`src/logic/bus_arbiter.sv`:
```
`timescale 1ns/1ps

module bus_arbiter (
    input  logic clock,
    input  logic reset,
    input  logic request_engine,
    input  logic request_external,
    output logic grant_engine,
    output logic grant_external
);

    logic held_engine;    // grant of the previous cycle
    logic held_external;
    logic last_engine;    // engine owned the bus last

    always_comb begin
        grant_engine   = 1'b0;
        grant_external = 1'b0;
        if (held_engine && request_engine) begin
            grant_engine = 1'b1;
        end else if (held_external && request_external) begin
            grant_external = 1'b1;
        end else if (request_engine && request_external) begin
            // tie goes to whoever did not own it last
            if (last_engine)
                grant_external = 1'b1;
            else
                grant_engine = 1'b1;
        end else if (request_engine) begin
            grant_engine = 1'b1;
        end else if (request_external) begin
            grant_external = 1'b1;
        end
    end

    always_ff @(posedge clock or posedge reset) begin
        if (reset) begin
            held_engine   <= 1'b0;
            held_external <= 1'b0;
            last_engine   <= 1'b0;
        end else begin
            held_engine   <= grant_engine;
            held_external <= grant_external;
            if (grant_engine)
                last_engine <= 1'b1;
            else if (grant_external)
                last_engine <= 1'b0;
        end
    end

endmodule

```
`config.mk`:
```
export PLATFORM = sky130hd
export DESIGN_NAME = bus_arbiter
export DESIGN_NICKNAME = d
export VERILOG_FILES = /design/src/logic/bus_arbiter.sv
export SDC_FILE = /design/constraint.sdc
export NUM_CORES = 1
export LEC_CHECK = 0
export BUFFER_PORTS_ARGS = -buffer_cell sky130_fd_sc_hd__buf_4
export CAP_MARGIN = 25
export CORE_AREA = 10 10 47 49
export DETAILED_ROUTE_END_ITERATION = 10
export DIE_AREA = 0 0 57 59
export GPL_ROUTABILITY_DRIVEN = 0
export PLACE_DENSITY = 0.34
export SLEW_MARGIN = 10
export SYNTH_ARGS = -nofsm -noshare
export SYNTH_HDL_FRONTEND = slang
export SYNTH_SLANG_ARGS = --single-unit
```
`constraint.sdc`:
```
create_clock -name clock -period 1.25 [get_ports clock]
set_input_delay 0.3125 -clock clock [delete_from_list [all_inputs] [get_ports clock]]
set_output_delay 0.3125 -clock clock [all_outputs]
set_load 0.05 [all_outputs]
```
## After elaboration in Yosys (flattened, before gate mapping)

Cells that the tools add are included.

| storage, ports and cells | value |
|---|---|
| register bits after elaboration | 3 |
| latch bits | 0 |
| memory bits (writable) | 0 |
| bits in read-only memories | 0 |
| output and inout port bits | 2 |
| logic and storage cells | 20 |
| memories kept | 0 |

| cells by class | value |
|---|---|
| $add $sub $neg | 0 |
| multipliers | 0 |
| divide/modulo/power cells | 0 |
| order comparisons | 0 |
| equal/unequal tests | 0 |
| shift-type cells | 0 |
| muxes and demuxes | 13 |
| bitwise gates (word level) | 0 |
| reductions and logical operators | 4 |

Operator list:

| operator | number |
|---|---|
| 1-bit two-way mux | 13 |
| 1-bit logical AND | 3 |
| 2-bit nonzero test | 1 |

## Longest topological paths before layout

| logic depth | value |
|---|---|
| depth after elaboration | 7 |
| gate-level depth with buffers | 2 |

## Worst setup path before layout

Ideal clock, no wire load.

| path | value |
|---|---|
| path type | flip-flop to output port |
| start | register held_engine |
| end | output grant_external |
| data arrival time | 1326 ps |
| required time | 938 ps |
| setup slack | -389 ps |
| cell stages (with the launch flop) | 3 |
| buffers on the path | 0 |
| path through | dfrtp_1 -> o21bai_4 -> a21oi_1 |

| on the way | value |
|---|---|
| word-level cells in the longest chain between the ends | 2 |

RTL lines:

| what | line | source |
|---|---|---|
| start: declaration | 12 | `logic held_engine;` |
| start signal: assignment | 42 | `held_engine <= grant_engine;` |
| 1-bit logical AND | 19 | `if (held_engine && request_engine) begin` |
| 1-bit two-way mux | 19 |  |
| end: declaration | 9 | `output logic grant_external` |

No other way between the ends.

## Final worst setup path

| path | value |
|---|---|
| start | register held_engine |
| end | output grant_engine |

| on the way | value |
|---|---|
| word-level cells in the longest chain between the ends | 2 |

RTL lines:

| what | line | source |
|---|---|---|
| 1-bit logical AND | 19 |  |
| 1-bit two-way mux | 19 |  |
| end: declaration | 8 | `output logic grant_engine,` |

No other way between the ends.

==> flow_summary.toml <==
[worst_setup_path]
crit_type = "register to primary output"
cp_max_fo = 3
start_kind = "register"
reg2reg_to = "held_external$_DFF_PP0_"
reg2reg_slack_ps = 370
endpoint_kind = "primary output"
r2r_start = "held_external$_DFF_PP0_"
path_cells = "o21bai_4 > o21a_2 > buf_8"
arrival_ps = 1130
slowest_delay_ps = 350
cp.required_ps = 940
crit_slowest_cell = "dfrtp_1"
r2r_cells = 3

[die]
die_h_um = 59
fp.dieArea_um2 = 3360
die_w_um = 57
start_util_pct = 9.02
num_io_pins = 6
rows = 14
coreArea_um2 = 1400

[power_and_ir_drop]
worst_ir_drop_vdd_mv = 0.276
p_leak_uw = 0.000112
power_uw = 356
powerDensity_nw_per_um2 = 1460

[cts]
h-tree-depth = 1
tritoncts = "done"
cts_buffer_depth = 2
cts.sinks = 3
clk_pin_slew_ps = 40
clk_latency_ps = 230
numCtsBuffers = 3
cts-root-buf = "clkbuf_4"

[timing]
slew_violations = 0
fin_hold_ws_ps = 262
finalHoldViolCount = 0
tightest_slew_ps = 141
finalCritPeriodShare_pct = 115
grt_setup_unrepaired = "yes"
max-slew-margin-rel_pct = 90.6
skew_ps = 0.0539
fmax_ghz = 0.696
report.final.setup_viol = 2
final.min_clock_period_ps = 1440
setup_slack_ps = -188

[detailed_routing]
vias_per_cell = 2.97
postRouteAntennaNets = 0
vias = 110
drt-initial-drc-count = 1
detail_route.first_pass.iterations = 2
wl_um = 306
drcViolationCount = 0
wl_per_cell_um = 8.27

[finish]
layout.cells.most_common = "buf_4"
fin_nets = 26
fillers = 162
n_antenna_cell = 0
drive_gt1_share_pct = 57.1
register_area_um2 = 75.1
area_growth_pct = 93.1
final_cell_mix = "4 x buf_4, 3 x clkbuf_4, 3 x dfrtp_1, 2 x inv_1"
utilization_pct = 17.4
multi_input_area_um2 = 48.8
fin_area_um2 = 244

[status]
status = "complete, but fails checks"
violations = "setup timing"

[synthesis]
synth_cells = 10
syn_nets = 14
yosysSeqAreaShare_pct = 59.4
synth_top_cell_by_area = "dfrtp_1"
syn_area_um2 = 126
ys_warn_count = 0
synth-seq-cells = 3
yosysUniqueCellTypes = 7
ys_top_cells_by_area = "dfrtp_1 59%, o21bai_4 15%, o2bb2ai_1 6.9%"
postSynthAreaPerCell_um2 = 12.6
synth_top_cell_area_share_pct = 59.4

[min_path]
hp-class = "input pin to register"
min_from = "request_external"
hold_depth = 2
holdPathEnd = "last_engine$_DFFE_PP0P_"

[placement]
placed_cell_area_um2 = 189
io_buffers = 5

[flow_run]
drv_cap = 0

[global_routing]
grt_pass1_wl_um = 552
grt_max_degree = 5
antenna_found_initial = 0
grt_pass1_vias = 130
grt_overflow = 0
grtUsageTotal_pct = 2.63
-- flip-flops by register name, summed over array words and instances, names as in the netlist --
signal,cells
held_engine,1
held_external,1
last_engine,1
-- repair_timing --
item,in CTS,in global routing
buffers inserted,1,0
setup endpoints to repair,2,2
hold buffers,1,0
endpoints found under the hold margin,3,0
pin swaps,2,0
gates resized for setup,3,0
-- worst max-delay path, delay by kind of cell (launching register included) --
family                 cells  cell delay (ps)
AO/OA/AOI/OAI              2              400
buffers and inverters      1              150
flip-flops                 1              350
-- area by class of cell --
class / count / area share, %
clock buffer: 4 / 10.8
inverter: 2 / 3.08
timing repair buffer: 7 / 27.2
multi-input combinational: 5 / 20.0
sequential: 3 / 30.8
tap: 16 / 8.21
-- metrics by stage --
stage / TNS (ps) / setup slack, ps / cells
final: -340 / -188 / 37
after global routing: -419 / -226 / 37
after detailed placement: 0 / 23.8 / 31
after floorplan: -69.0 / -69.0 / 10
after global placement: 0 / 27.2 / 31
after CTS: -365 / -200 / 37
-- kinds of logic after synthesis --
| logic type | synth area share (%) |
|---|---|
| flops | 59.4 |
| simple gates | 2.97 |
| compound gates | 31.7 |
| buf+inv | 5.94 |
-- Yosys cell counts, drive strengths merged --
cell and count:
nor2 1, dfrtp 3, inv 2, a21oi 1
o2bb2ai 1, o21a 1, o21bai 1
-- power by group --
group | switching [uW] | internal [uW]
combinational | 38.4 | 36.2
clock | 48.9 | 120
sequential | 6.50 | 107
total | 93.8 | 262
-- per-layer routing --
metal	vias to the layer above	global-route usage, %	wire length [um]
met1	47	2.02	131
met4	0	5.03	9
met3	2	3.86	75
met5	-	0	0
li1	55	-	-
met2	6	1.71	90
-- worst max path at each step --
stage                                       start              to  slack (ps)
after floorplan             held_engine$_DFF_PP0_  grant_external         -70
after global placement    last_engine$_DFFE_PP0P_    grant_engine          30
after detailed placement  last_engine$_DFFE_PP0P_    grant_engine          20
after CTS                   held_engine$_DFF_PP0_    grant_engine        -200
after global routing        held_engine$_DFF_PP0_    grant_engine        -230
final                       held_engine$_DFF_PP0_    grant_engine        -190
(Power assumes the default switching activity.)
